**src/rv_core_cfg.svh**
```systemverilog
`ifndef RV_CORE_CFG_SVH
`define RV_CORE_CFG_SVH

// Data path and PC width
`define RV_XLEN 32

// Register file geometry
`define RV_RF_AWIDTH 5
`define RV_RF_DEPTH 32

// Byte distance to the next sequential instruction
`define RV_PC_STEP 4

`endif
```
**src/rv_core_pkg.sv**
```systemverilog
`default_nettype none

`include "rv_core_cfg.svh"

package rv_core_pkg;

    typedef logic [`RV_XLEN-1:0]      rv_word_t;
    typedef logic [`RV_RF_AWIDTH-1:0] rv_reg_addr_t;

    // Major opcode, instruction bits 6:2
    typedef enum logic [4:0] {
        OPCODE_ARITH  = 5'b01100,
        OPCODE_IMM    = 5'b00100,
        OPCODE_AUIPC  = 5'b00101,
        OPCODE_LUI    = 5'b01101,
        OPCODE_BRANCH = 5'b11000,
        OPCODE_JALR   = 5'b11001,
        OPCODE_JAL    = 5'b11011
    } rv_opcode_e;

    typedef enum logic [3:0] {
        ALU_OPS_NONE,
        ALU_OPS_ADD,
        ALU_OPS_SUB,
        ALU_OPS_SLL,
        ALU_OPS_SLT,
        ALU_OPS_SLTU,
        ALU_OPS_XOR,
        ALU_OPS_SRL,
        ALU_OPS_SRA,
        ALU_OPS_OR,
        ALU_OPS_AND,
        ALU_OPS_COPY_OPR2  // Passes operand 2 through, used by LUI
    } alu_op_e;

    typedef enum logic {
        OPR1_REG,
        OPR1_PC
    } opr1_sel_e;

    typedef enum logic {
        OPR2_REG,
        OPR2_IMM
    } opr2_sel_e;

    typedef enum logic [2:0] {
        BR_NONE,
        BR_EQ,
        BR_NE,
        BR_LT,
        BR_GE,
        BR_LTU,
        BR_GEU
    } branch_op_e;

    typedef enum logic [1:0] {
        RD_WB_NONE,
        RD_WB_ALU,
        RD_WB_INC_PC  // Link address for jumps
    } rd_wb_sel_e;

    typedef struct packed {
        rv_word_t pc;
        rv_word_t instr;
    } fetch_s;

    typedef struct packed {
        alu_op_e      alu_op;
        opr1_sel_e    opr1_sel;
        opr2_sel_e    opr2_sel;
        branch_op_e   branch_op;
        rd_wb_sel_e   rd_wb_sel;
        logic         rd_wr_req;
        logic         jump_req;
        logic         illegal;
        rv_word_t     pc;
        rv_word_t     imm;
        rv_word_t     rs1_data;
        rv_word_t     rs2_data;
        rv_reg_addr_t rd_addr;
    } id2exe_s;

    typedef struct packed {
        rv_word_t     alu_result;  // Also the redirect target
        rv_word_t     pc;
        logic         branch_taken;
        logic         jump;
        rd_wb_sel_e   rd_wb_sel;
        logic         rd_wr_req;
        rv_reg_addr_t rd_addr;
        logic         illegal;
    } exe2res_s;

    typedef struct packed {
        logic         en;
        rv_reg_addr_t addr;
        rv_word_t     data;
    } rf_wr_s;

    typedef struct packed {
        logic         valid;
        logic         rd_wr_en;
        rv_reg_addr_t rd_addr;
        rv_word_t     rd_data;
        logic         redirect;
        rv_word_t     target_pc;
        logic         illegal;
    } res_s;

endpackage : rv_core_pkg

`default_nettype wire

```
**src/rv_core_top.sv**
```systemverilog
`timescale 1ns/1ps
`default_nettype none

module rv_core_top (
    input  wire                 clk,
    input  wire                 rst_i,
    input  wire                 instr_valid_i,
    input  rv_core_pkg::fetch_s instr_i,
    output rv_core_pkg::res_s   res_o
);

    import rv_core_pkg::*;

    rv_reg_addr_t rs1_addr;
    rv_reg_addr_t rs2_addr;
    rv_word_t     rs1_data;
    rv_word_t     rs2_data;
    id2exe_s      id2exe_d;
    id2exe_s      id2exe_q;
    logic         exe_valid;
    exe2res_s     exe2res_d;
    exe2res_s     exe2res_q;
    logic         res_valid;
    rf_wr_s       rf_wr;

    rv_decode u_decode (
        .fetch_i    (instr_i),
        .rs1_addr_o (rs1_addr),
        .rs2_addr_o (rs2_addr),
        .rs1_data_i (rs1_data),
        .rs2_data_i (rs2_data),
        .id2exe_o   (id2exe_d)
    );

    rv_reg_file u_reg_file (
        .clk        (clk),
        .rst_i      (rst_i),
        .rs1_addr_i (rs1_addr),
        .rs2_addr_i (rs2_addr),
        .rs1_data_o (rs1_data),
        .rs2_data_o (rs2_data),
        .wr_i       (rf_wr)  // Writeback from result stage
    );

    rv_stage_reg #(
        .payload_t (id2exe_s)
    ) u_id_exe (
        .clk     (clk),
        .rst_i   (rst_i),
        .valid_i (instr_valid_i),
        .data_i  (id2exe_d),
        .valid_o (exe_valid),
        .data_o  (id2exe_q)
    );

    rv_execute u_execute (
        .id2exe_i  (id2exe_q),
        .exe2res_o (exe2res_d)
    );

    rv_stage_reg #(
        .payload_t (exe2res_s)
    ) u_exe_res (
        .clk     (clk),
        .rst_i   (rst_i),
        .valid_i (exe_valid),
        .data_i  (exe2res_d),
        .valid_o (res_valid),
        .data_o  (exe2res_q)
    );

    rv_result u_result (
        .valid_i   (res_valid),
        .exe2res_i (exe2res_q),
        .rf_wr_o   (rf_wr),
        .res_o     (res_o)
    );

endmodule : rv_core_top

`default_nettype wire

```
**src/rv_result.sv**
```systemverilog
`timescale 1ns/1ps
`default_nettype none

`include "rv_core_cfg.svh"

module rv_result (
    input  wire                   valid_i,
    input  rv_core_pkg::exe2res_s exe2res_i,
    output rv_core_pkg::rf_wr_s   rf_wr_o,
    output rv_core_pkg::res_s     res_o
);

    import rv_core_pkg::*;

    rv_word_t wb_data;
    logic     wr_en;
    logic     redirect;

    always_comb begin
        case (exe2res_i.rd_wb_sel)
            RD_WB_INC_PC: wb_data = exe2res_i.pc + `RV_XLEN'(`RV_PC_STEP);  // Link address
            RD_WB_ALU:    wb_data = exe2res_i.alu_result;
            default:      wb_data = '0;
        endcase
    end

    assign wr_en    = valid_i && exe2res_i.rd_wr_req && !exe2res_i.illegal;
    assign redirect = valid_i && (exe2res_i.branch_taken || exe2res_i.jump)
                      && !exe2res_i.illegal;

    // Feedback to the register file
    assign rf_wr_o.en   = wr_en;
    assign rf_wr_o.addr = exe2res_i.rd_addr;
    assign rf_wr_o.data = wb_data;

    always_comb begin
        res_o.valid     = valid_i;
        res_o.rd_wr_en  = wr_en;
        res_o.rd_addr   = exe2res_i.rd_addr;
        res_o.rd_data   = wb_data;
        res_o.redirect  = redirect;
        res_o.target_pc = exe2res_i.alu_result;  // Taken branch or jump target
        res_o.illegal   = valid_i && exe2res_i.illegal;
    end

endmodule : rv_result

`default_nettype wire

```
**src/rv_execute.sv**
```systemverilog
`timescale 1ns/1ps
`default_nettype none

`include "rv_core_cfg.svh"

module rv_execute (
    input  rv_core_pkg::id2exe_s  id2exe_i,
    output rv_core_pkg::exe2res_s exe2res_o
);

    import rv_core_pkg::*;

    localparam int SHAMT_W = $clog2(`RV_XLEN);

    rv_word_t           opr1;
    rv_word_t           opr2;
    rv_word_t           alu_result;
    logic [SHAMT_W-1:0] shamt;
    logic               cmp_eq;
    logic               cmp_lt;
    logic               cmp_ltu;
    logic               branch_taken;

    // Operand selection
    assign opr1  = (id2exe_i.opr1_sel == OPR1_PC)  ? id2exe_i.pc  : id2exe_i.rs1_data;
    assign opr2  = (id2exe_i.opr2_sel == OPR2_IMM) ? id2exe_i.imm : id2exe_i.rs2_data;
    assign shamt = opr2[SHAMT_W-1:0];  // Low 5 bits only

    always_comb begin
        case (id2exe_i.alu_op)
            ALU_OPS_ADD:       alu_result = opr1 + opr2;
            ALU_OPS_SUB:       alu_result = opr1 - opr2;
            ALU_OPS_SLL:       alu_result = opr1 << shamt;
            ALU_OPS_SLT:       alu_result = `RV_XLEN'($signed(opr1) < $signed(opr2));
            ALU_OPS_SLTU:      alu_result = `RV_XLEN'(opr1 < opr2);
            ALU_OPS_XOR:       alu_result = opr1 ^ opr2;
            ALU_OPS_SRL:       alu_result = opr1 >> shamt;
            ALU_OPS_SRA:       alu_result = rv_word_t'($signed(opr1) >>> shamt);
            ALU_OPS_OR:        alu_result = opr1 | opr2;
            ALU_OPS_AND:       alu_result = opr1 & opr2;
            ALU_OPS_COPY_OPR2: alu_result = opr2;
            default:           alu_result = '0;
        endcase
    end

    // Branch compare always uses the two register operands
    assign cmp_eq  = (id2exe_i.rs1_data == id2exe_i.rs2_data);
    assign cmp_lt  = ($signed(id2exe_i.rs1_data) < $signed(id2exe_i.rs2_data));
    assign cmp_ltu = (id2exe_i.rs1_data < id2exe_i.rs2_data);

    always_comb begin
        case (id2exe_i.branch_op)
            BR_EQ:   branch_taken = cmp_eq;
            BR_NE:   branch_taken = !cmp_eq;
            BR_LT:   branch_taken = cmp_lt;
            BR_GE:   branch_taken = !cmp_lt;
            BR_LTU:  branch_taken = cmp_ltu;
            BR_GEU:  branch_taken = !cmp_ltu;
            default: branch_taken = 1'b0;
        endcase
    end

    always_comb begin
        exe2res_o.alu_result   = alu_result;
        exe2res_o.pc           = id2exe_i.pc;
        exe2res_o.branch_taken = branch_taken;
        exe2res_o.jump         = id2exe_i.jump_req;
        exe2res_o.rd_wb_sel    = id2exe_i.rd_wb_sel;
        exe2res_o.rd_wr_req    = id2exe_i.rd_wr_req;
        exe2res_o.rd_addr      = id2exe_i.rd_addr;
        exe2res_o.illegal      = id2exe_i.illegal;
    end

endmodule : rv_execute

`default_nettype wire

```
**src/rv_stage_reg.sv**
```systemverilog
`timescale 1ns/1ps
`default_nettype none

module rv_stage_reg #(
    parameter type payload_t = logic [31:0]
) (
    input  wire      clk,
    input  wire      rst_i,
    input  wire      valid_i,
    input  payload_t data_i,
    output logic     valid_o,
    output payload_t data_o
);

    import rv_core_pkg::*;

    always_ff @(posedge clk) begin
        if (rst_i) begin
            valid_o <= 1'b0;
        end else begin
            valid_o <= valid_i;
        end
    end

    // Payload is only meaningful while valid_o is high
    always_ff @(posedge clk) begin
        data_o <= data_i;
    end

endmodule : rv_stage_reg

`default_nettype wire

```
**src/rv_reg_file.sv**
```systemverilog
`timescale 1ns/1ps
`default_nettype none

`include "rv_core_cfg.svh"

module rv_reg_file (
    input  wire                       clk,
    input  wire                       rst_i,
    input  rv_core_pkg::rv_reg_addr_t rs1_addr_i,
    input  rv_core_pkg::rv_reg_addr_t rs2_addr_i,
    output rv_core_pkg::rv_word_t     rs1_data_o,
    output rv_core_pkg::rv_word_t     rs2_data_o,
    input  rv_core_pkg::rf_wr_s       wr_i
);

    rv_core_pkg::rv_word_t regs [`RV_RF_DEPTH];

    always_ff @(posedge clk) begin
        if (rst_i) begin
            for (int i = 0; i < `RV_RF_DEPTH; i++) begin
                regs[i] <= '0;
            end
        end else if (wr_i.en && (wr_i.addr != '0)) begin  // x0 stays zero
            regs[wr_i.addr] <= wr_i.data;
        end
    end

    // Asynchronous read ports
    assign rs1_data_o = (rs1_addr_i == '0) ? '0 : regs[rs1_addr_i];
    assign rs2_data_o = (rs2_addr_i == '0) ? '0 : regs[rs2_addr_i];

endmodule : rv_reg_file

`default_nettype wire

```
**src/rv_decode.sv**
```systemverilog
`timescale 1ns/1ps
`default_nettype none

`include "rv_core_cfg.svh"

module rv_decode (
    input  rv_core_pkg::fetch_s       fetch_i,
    output rv_core_pkg::rv_reg_addr_t rs1_addr_o,
    output rv_core_pkg::rv_reg_addr_t rs2_addr_o,
    input  rv_core_pkg::rv_word_t     rs1_data_i,
    input  rv_core_pkg::rv_word_t     rs2_data_i,
    output rv_core_pkg::id2exe_s      id2exe_o
);

    import rv_core_pkg::*;

    rv_word_t     instr;
    rv_opcode_e   opcode;
    logic [2:0]   funct3;
    logic [6:0]   funct7;
    logic [4:0]   shamt;
    rv_word_t     imm_i;
    rv_word_t     imm_u;
    rv_word_t     imm_b;
    rv_word_t     imm_j;
    rv_word_t     imm_shamt;
    logic         illegal;
    id2exe_s      id2exe;

    assign instr  = fetch_i.instr;
    assign opcode = rv_opcode_e'(instr[6:2]);
    assign funct3 = instr[14:12];
    assign funct7 = instr[31:25];
    assign shamt  = instr[24:20];

    assign rs1_addr_o = instr[19:15];
    assign rs2_addr_o = instr[24:20];

    // Immediate formats
    assign imm_i     = {{20{instr[31]}}, instr[31:20]};
    assign imm_u     = {instr[31:12], 12'b0};
    assign imm_b     = {{19{instr[31]}}, instr[31], instr[7], instr[30:25], instr[11:8], 1'b0};
    assign imm_j     = {{11{instr[31]}}, instr[31], instr[19:12], instr[20], instr[30:21], 1'b0};
    assign imm_shamt = `RV_XLEN'(shamt);  // Zero extended

    always_comb begin
        id2exe.alu_op    = ALU_OPS_NONE;
        id2exe.opr1_sel  = OPR1_REG;
        id2exe.opr2_sel  = OPR2_REG;
        id2exe.branch_op = BR_NONE;
        id2exe.rd_wb_sel = RD_WB_NONE;
        id2exe.rd_wr_req = 1'b0;
        id2exe.jump_req  = 1'b0;
        id2exe.illegal   = 1'b0;
        id2exe.pc        = fetch_i.pc;
        id2exe.imm       = imm_i;
        id2exe.rs1_data  = rs1_data_i;
        id2exe.rs2_data  = rs2_data_i;
        id2exe.rd_addr   = instr[11:7];
        illegal          = (instr[1:0] != 2'b11);  // Compressed encodings are not supported

        case (opcode)
            OPCODE_ARITH: begin
                id2exe.rd_wb_sel = RD_WB_ALU;
                id2exe.rd_wr_req = 1'b1;
                case (funct7)
                    7'b0000000: begin
                        case (funct3)
                            3'b000: id2exe.alu_op = ALU_OPS_ADD;
                            3'b001: id2exe.alu_op = ALU_OPS_SLL;
                            3'b010: id2exe.alu_op = ALU_OPS_SLT;
                            3'b011: id2exe.alu_op = ALU_OPS_SLTU;
                            3'b100: id2exe.alu_op = ALU_OPS_XOR;
                            3'b101: id2exe.alu_op = ALU_OPS_SRL;
                            3'b110: id2exe.alu_op = ALU_OPS_OR;
                            default: id2exe.alu_op = ALU_OPS_AND;
                        endcase
                    end
                    7'b0100000: begin
                        case (funct3)
                            3'b000: id2exe.alu_op = ALU_OPS_SUB;
                            3'b101: id2exe.alu_op = ALU_OPS_SRA;
                            default: illegal = 1'b1;
                        endcase
                    end
                    default: illegal = 1'b1;  // M extension included
                endcase
            end

            OPCODE_IMM: begin
                id2exe.opr2_sel  = OPR2_IMM;
                id2exe.rd_wb_sel = RD_WB_ALU;
                id2exe.rd_wr_req = 1'b1;
                case (funct3)
                    3'b000: id2exe.alu_op = ALU_OPS_ADD;
                    3'b010: id2exe.alu_op = ALU_OPS_SLT;
                    3'b011: id2exe.alu_op = ALU_OPS_SLTU;
                    3'b100: id2exe.alu_op = ALU_OPS_XOR;
                    3'b110: id2exe.alu_op = ALU_OPS_OR;
                    3'b111: id2exe.alu_op = ALU_OPS_AND;
                    3'b001: begin
                        id2exe.imm    = imm_shamt;
                        id2exe.alu_op = ALU_OPS_SLL;
                        illegal       = (funct7 != 7'b0000000);
                    end
                    default: begin
                        // funct3 101, right shifts
                        id2exe.imm = imm_shamt;
                        case (funct7)
                            7'b0000000: id2exe.alu_op = ALU_OPS_SRL;
                            7'b0100000: id2exe.alu_op = ALU_OPS_SRA;
                            default: illegal = 1'b1;
                        endcase
                    end
                endcase
            end

            OPCODE_AUIPC: begin
                id2exe.alu_op    = ALU_OPS_ADD;
                id2exe.opr1_sel  = OPR1_PC;
                id2exe.opr2_sel  = OPR2_IMM;
                id2exe.rd_wb_sel = RD_WB_ALU;
                id2exe.rd_wr_req = 1'b1;
                id2exe.imm       = imm_u;
            end

            OPCODE_LUI: begin
                id2exe.alu_op    = ALU_OPS_COPY_OPR2;
                id2exe.opr2_sel  = OPR2_IMM;
                id2exe.rd_wb_sel = RD_WB_ALU;
                id2exe.rd_wr_req = 1'b1;
                id2exe.imm       = imm_u;
            end

            OPCODE_BRANCH: begin
                id2exe.alu_op   = ALU_OPS_ADD;  // Target is pc + B imm
                id2exe.opr1_sel = OPR1_PC;
                id2exe.opr2_sel = OPR2_IMM;
                id2exe.imm      = imm_b;
                case (funct3)
                    3'b000: id2exe.branch_op = BR_EQ;
                    3'b001: id2exe.branch_op = BR_NE;
                    3'b100: id2exe.branch_op = BR_LT;
                    3'b101: id2exe.branch_op = BR_GE;
                    3'b110: id2exe.branch_op = BR_LTU;
                    3'b111: id2exe.branch_op = BR_GEU;
                    default: illegal = 1'b1;
                endcase
            end

            OPCODE_JALR: begin
                id2exe.alu_op    = ALU_OPS_ADD;  // Target is rs1 + I imm, bit 0 kept
                id2exe.opr2_sel  = OPR2_IMM;
                id2exe.rd_wb_sel = RD_WB_INC_PC;
                id2exe.rd_wr_req = 1'b1;
                id2exe.jump_req  = 1'b1;
                illegal          = illegal | (funct3 != 3'b000);
            end

            OPCODE_JAL: begin
                id2exe.alu_op    = ALU_OPS_ADD;
                id2exe.opr1_sel  = OPR1_PC;
                id2exe.opr2_sel  = OPR2_IMM;
                id2exe.rd_wb_sel = RD_WB_INC_PC;
                id2exe.rd_wr_req = 1'b1;
                id2exe.jump_req  = 1'b1;
                id2exe.imm       = imm_j;
            end

            default: illegal = 1'b1;  // Loads, stores, FENCE, SYSTEM and unknown
        endcase

        // An illegal instruction must not change any state
        if (illegal) begin
            id2exe.alu_op    = ALU_OPS_NONE;
            id2exe.branch_op = BR_NONE;
            id2exe.rd_wb_sel = RD_WB_NONE;
            id2exe.rd_wr_req = 1'b0;
            id2exe.jump_req  = 1'b0;
        end
        id2exe.illegal = illegal;
    end

    assign id2exe_o = id2exe;

endmodule : rv_decode

`default_nettype wire

```
**config.mk**
```make
export PLATFORM = sky130hd
export DESIGN_NAME = rv_core_top
export DESIGN_NICKNAME = d
export VERILOG_FILES = /design/src/rv_core_pkg.sv /design/src/rv_core_top.sv /design/src/rv_result.sv /design/src/rv_execute.sv /design/src/rv_stage_reg.sv /design/src/rv_reg_file.sv /design/src/rv_decode.sv
export VERILOG_INCLUDE_DIRS = /design/src
export SDC_FILE = /design/constraint.sdc
export NUM_CORES = 2
export LEC_CHECK = 0
export BUFFER_PORTS_ARGS = -buffer_cell sky130_fd_sc_hd__buf_2
export CORE_MARGIN = 2
export CORE_UTILIZATION = 30
export CTS_CLUSTER_SIZE = 40
export DETAILED_ROUTE_END_ITERATION = 6
export PLACE_DENSITY = 0.41
export SLEW_MARGIN = 20
export SYNTH_ARGS = -nofsm -noshare
export SYNTH_HDL_FRONTEND = slang
export SYNTH_SLANG_ARGS = --single-unit
```
**constraint.sdc**
```tcl
create_clock -name clk -period 4.9 [get_ports clk]
set_clock_uncertainty 0.05 [all_clocks]
set_input_delay 0.245 -clock clk [delete_from_list [all_inputs] [get_ports clk]]
set_output_delay 0.245 -clock clk [all_outputs]
set_load 0.005 [all_outputs]
```
-- Word level (Yosys, flattened, before mapping)
Memories as Yosys holds them, arrays and structs flattened. A register that Yosys moved wholly into a read port is not among the register bits.
Index checks and enable logic that the tools add are counted.
- register bits after elaboration: 160
- RAM bits: 1024
- input bits: 67
- output and inout port bits: 73
- logic and storage cells: 136
- memories: 1
- memories (name ; depth ; bits a word ; read ports ; clocked after Yosys merged registers in ; wr ports ; line ; text):
    u_reg_file.regs ; 32 ; 32 ; 2 ; 2 ; 32 ; rv_reg_file.sv:16 ; rv_core_pkg::rv_word_t regs [`RV_RF_DEPTH];
- add/subtract/negate cells: 3
- order comparisons: 4
- equal/unequal tests: 36
- shifts and indexed selects: 3
- muxes and demuxes: 32
- bitwise logic cells: 5
- reduce and logical (&&, ||, !) cells: 31
- operator list (kind ; number):
    $pmux W32 S11 ; 1
    $lt A32 B32 Y1 ; 4
    $mux W32 ; 4
    $pmux W32 S4 ; 1
    $pmux W32 S2 ; 1
    $pmux W4 S7 ; 2
    $add A32 B3 Y32 const B ; 1
    $add A32 B32 Y32 ; 1
    $and A32 B32 Y32 ; 1
    $eq A32 B32 Y1 ; 1
    $or A32 B32 Y32 ; 1
    $reduce_or A32 Y1 ; 1
    $shl A32 B5 Y32 ; 1
    $shr A32 B5 Y32 ; 1
    $sshr A32 B5 Y32 ; 1
    $sub A32 B32 Y32 ; 1
    $xor A32 B32 Y32 ; 1
    $pmux W4 S2 ; 3
    $eq A3 B3 Y1 const B ; 7
    $pmux W3 S6 ; 1
    $reduce_or A6 Y1 ; 3
    $eq A4 B3 Y1 const B ; 4
    $eq A4 B4 Y1 const B ; 4
    $pmux W4 S4 ; 1
    31 further kinds ; 67

-- Longest topological paths before layout
- depth after elaboration: 8
- depth in mapped cells: 18
- depth with buffers taken out: 14

-- Hierarchy
Synthesis repeated with hierarchy kept, for this count alone.
- cell total of the unflattened synthesis: 6120
- area, all modules: 73679.4 um2
- by module, submodules not included (module ; times used ; cells each ; area an instance (um2) ; sequential area each (um2)):
    rv_reg_file ; 1 ; 3690 ; 54606.1 ; 30749.5
    rv_execute ; 1 ; 1666 ; 11051.8 ; 0.0
    rv_stage_reg at u_id_exe ; 1 ; 149 ; 2976.6 ; 2962.8
    rv_decode ; 1 ; 293 ; 1900.6 ; 0.0
    rv_result ; 1 ; 245 ; 1609.0 ; 0.0
    rv_stage_reg at u_exe_res ; 1 ; 77 ; 1535.2 ; 1521.5

-- Worst setup path before layout
No wires, ideal clock.
- kind: register to register
- start point: register u_id_exe.data_o[141] (netlist name)
- end point: register u_exe_res.data_o[74] (netlist name)
- library setup time: 0.125 ns
- data arrival time: 4.164 ns
- data required time: 4.725 ns
- path slack: 0.561 ns
- stages on the path, launching flop included: 17
- path buffers: 5
- clock period less this slack: 4.339 ns
- path through: dfxtp_1 buf_6 clkbuf_1 buf_1 clkbuf_1 mux2i_1 ha_1 clkbuf_1 nor3_1 nand2_1 or3_1 o22a_1 a21oi_1 o32a_1 a221oi_1 mux2i_1 o41a_1
- RTL lines (what ; line ; text):
    start: declaration ; rv_stage_reg.sv:12 ; output payload_t data_o
    start signal: assignment ; rv_stage_reg.sv:27 ; data_o <= data_i;
    end signal: assignment ; rv_stage_reg.sv:27 ;
    end: declaration ; rv_stage_reg.sv:12 ;

==> impl_results.md <==
- Ys Warns: 0
- Final Hold Viols: 0
- CP top delay family: compound AO/OA/AOI/OAI gates
- # nets final: between 5000 and 6000
- CP max stage cell: dfxtp_2
- Die W: just under 500 um
- Synth top area cells: edfxtp_1, mux4_2, nor2_1, dfxtp_1, mux2i_1
- Final TNS setup: 0 ps
- M1 WL: ~130000 um
- Vias in the first global route: slightly above 50000
- Post-Syn Area: 69400 um2
- Area of the multi-input gates: roughly 32000 um2
- Min setup slack post-route: 253 ps
- # rows: around 180
- Ys flop type: edfxtp_1
- Post-DP HPWL: a little over 200000 um
- Pleak: ~0.028 uW
- DR iter-0 viols: around 5500
- Final setup fails: 0
- Core area: 230000 um2
- DRC Markers: 0
- Highest metal used: met5
- Ys async rst share: 0%
- EDFF count, synth: 1024
- PostCTS Resize Cnt: 0
- Yosys cell types: 88
- Critical Path Fanout Max: 17
- Pre-antenna DRT Iters: 6
- Register share of total power: 41.5%
- Vias per inst: 5.72
- Largest net degree at the start of global routing: ~90
- Area added between synthesis and finish: 15.7%
- Top cell type's share of synthesized area: about 44%
- CTS clk-pin slew, worst paths: ~60 ps
- Synth area leader: edfxtp_1
- RSZ-0062 raised after global routing: no
- Worst-skew pair later-pin latency: between 800 and 900 ps
- Count of input and output buffers: 139
- Commonest non-fill, non-tap cells in the layout: nor2_1, edfxtp_1, mux4_2
- Total power divided by cell area: 366 nW/um2
- GRT Util Overall: between 20% and 30%
- Cells after Synth: 5537
- First-pass GRT wire length: about 430000 um
- Post-synthesis sequential area ratio: 50.8%
- Filler Cell Count: 22600
- CTS Buf Count: roughly 160
- Power Internal: roughly 20000 uW
- Most common cell on crit path: o21ai_0
- Initial antenna violation count: 21
- WL met2: 152000 um
- Initial Utilization: 30.2%
- CP startpoint kind: register
- Status: completed
- Post-route ant nets: 0
- Post-Route WL: a little over 300000 um
- Final worst path period share: between 90% and 100%
- WL met3: ~18000 um
- Crit path DAT: approximately 5300 ps
- CTS max path bufs: 3
- Worst VDD drop: approximately 0.26 mV
- CTS Sinks: between 1000 and 1500
- CP Class: register to register
- Layout cells sized above 1: about a quarter
- I/O pins: 140
- Max-cap viol count: 0
- Least-Margin Pin Slew: between 1000 and 1500 ps
- Relative slew margins: ~24%
- Die Y: approximately 480 um
- Most common cell after layout, fill and taps aside: nor2_1
- Crit-path cells: mux2i_4, inv_4, buf_4, ha_1, fa_1, a21oi_1, nor2_1, o211ai_1, nand3_1, a211o_1, o21ai_0, mux2i_1, o21ai_0, o311ai_1
- Worst Hold Class: input pin to register
- Clock share of power: between 30% and 40%
- Buf+Inv Stages, Crit Path: 2
- Min Clock Period, post-route: 4650 ps
- Routed vias: about 50000
- Critical path's largest stage delay: approximately 570 ps
- Sw frac: 30.4%
- Slew Limit Fails: 0
- Sw Pwr: 8930 uW
- CTS Root Cell: clkbuf_16
- Register area: 35200 um2
- Cell Area, Placed: ~75000 um2
- CP endpoint kind: register
- Avg WL per Cell: approximately 35 um
- Fmax: about 220 MHz
- Die Footprint: 235000 um2
- CP required: roughly 5500 ps
- Synth Register Bits: 1248
- Overflow after GRT: 0
- GPL Wtd Cong: 0.918
- Finished Cell Area: approximately 80000 um2
- Comb power frac: 19.5%
- Mapped Avg Cell Area: approximately 13 um2
- Setup slack after placement: just under 400 ps
- Final hold slack: between 40 and 50 ps
- H-tree depth: 4
- CTS tree: yes
-- metrics by stage --
stage | utilization [%] | cells | total power [uW]
floorplan | - | 5568 | 15600
global placement | 32.4 | 8463 | 18000
detailed placement | 32.4 | 8464 | 18000
CTS | 34.9 | 8820 | 29500
global route | 34.9 | 8833 | 30300
finish | 34.9 | 8837 | 29400
-- Yosys cell counts, types with 8 or more instances --
master	instances
nor2_1	1246
edfxtp_1	1024
mux4_2	640
clkbuf_1	419
nand2_1	264
mux2i_1	236
dfxtp_1	224
inv_1	163
a21oi_1	159
ha_1	147
o21ai_0	127
buf_1	68
a21o_1	54
nand2b_1	54
nand3_1	51
buf_4	42
nor3_1	40
a31oi_1	39
a22oi_1	38
a211oi_1	33
nand4_1	27
o211ai_1	26
xnor2_1	25
or2_2	24
and2_1	21
nor2b_1	21
o22ai_1	21
buf_2	18
xor2_1	18
a22o_1	17
a221oi_1	15
nor4_1	15
o21bai_1	14
and3_1	13
mux2_2	12
o221ai_1	12
o2111ai_1	11
a221o_1	8
or3_1	8
-- final timing paths --
check                                from                           end  slack [ps]  cells after the start
max          u_id_exe.data_o[141]$_DFF_P_  u_exe_res.data_o[73]$_DFF_P_         250                     14
min reg2reg    u_id_exe.data_o[0]$_DFF_P_   u_exe_res.data_o[1]$_DFF_P_         270                      0
max reg2reg  u_id_exe.data_o[141]$_DFF_P_  u_exe_res.data_o[73]$_DFF_P_         250                     14
min                           instr_i[55]  u_id_exe.data_o[124]$_DFF_P_          50                      2
-- worst reg2reg max path: stages (launching register included) --
cell	delay [ps]
dfxtp_2	570
mux2i_4	380
inv_4	70
buf_4	220
ha_1	280
fa_1	490
a21oi_1	240
nor2_1	150
o211ai_1	550
nand3_1	300
a211o_1	440
o21ai_0	380
mux2i_1	130
o21ai_0	160
o311ai_1	120
-- registers in the layout, indices dropped and copies added (netlist names) --
| signal | cells |
|---|---|
| u_id_exe.data_o | 147 |
| u_reg_file.regs | 1024 |
| u_exe_res.data_o | 75 |
| u_exe_res.valid_o | 1 |
| u_id_exe.valid_o | 1 |
-- routing by layer --
layer | vias to the layer above | global-route usage (%)
met5 | - | 0
met4 | 2 | 8.71
met3 | 424 | 3.40
met2 | 2085 | 43.9
met1 | 27000 | 34.4
li1 | 21000 | -
-- area by class of cell --
cell class | count | area share (%)
Sequential cell | 1248 | 43.9
Tap cell | 3026 | 4.72
Clock buffer | 204 | 5.24
Multi-Input combinational cell | 3601 | 39.3
Inverter | 168 | 0.788
Antenna cell | 17 | 0.0530
Clock inverter | 77 | 0.941
Timing Repair Buffer | 496 | 5.03
-- kinds of logic (layout without fill, tap and decap cells) --
| group | after synthesis | in the layout | share of synthesized area (%) |
|---|---|---|---|
| muxes | 894 | 894 | 24.5 |
| buffers and inverters | 719 | 945 | 4.19 |
| and+or+nand+nor | 1815 | 1815 | 10.8 |
| adders and majority gates | 150 | 150 | 2.72 |
| other | 1 | 49 | 0.00540 |
| DFF | 1248 | 1248 | 50.8 |
| AOI/OAI and AO/OA | 667 | 667 | 6.41 |
| xor gates and xnor gates | 43 | 43 | 0.543 |
-- power by group through the flow --
stage                     combinational [uW]  clock [uW]  sequential, uW
final                                   5720       11500           12200
after floorplan                         3380           0           12200
after global routing                    6010       12100           12200
after detailed placement                5580           0           12400
after global placement                  5630           0           12400
after CTS                               5640       11700           12200
-- what timing repair did --
item / 4_1_cts / 5_1_grt
hold buffers: 75 / 0
setup buffers: 0 / 0
hold endpoints to repair: 94 / 0
Power figures use the tool's default switching activity.
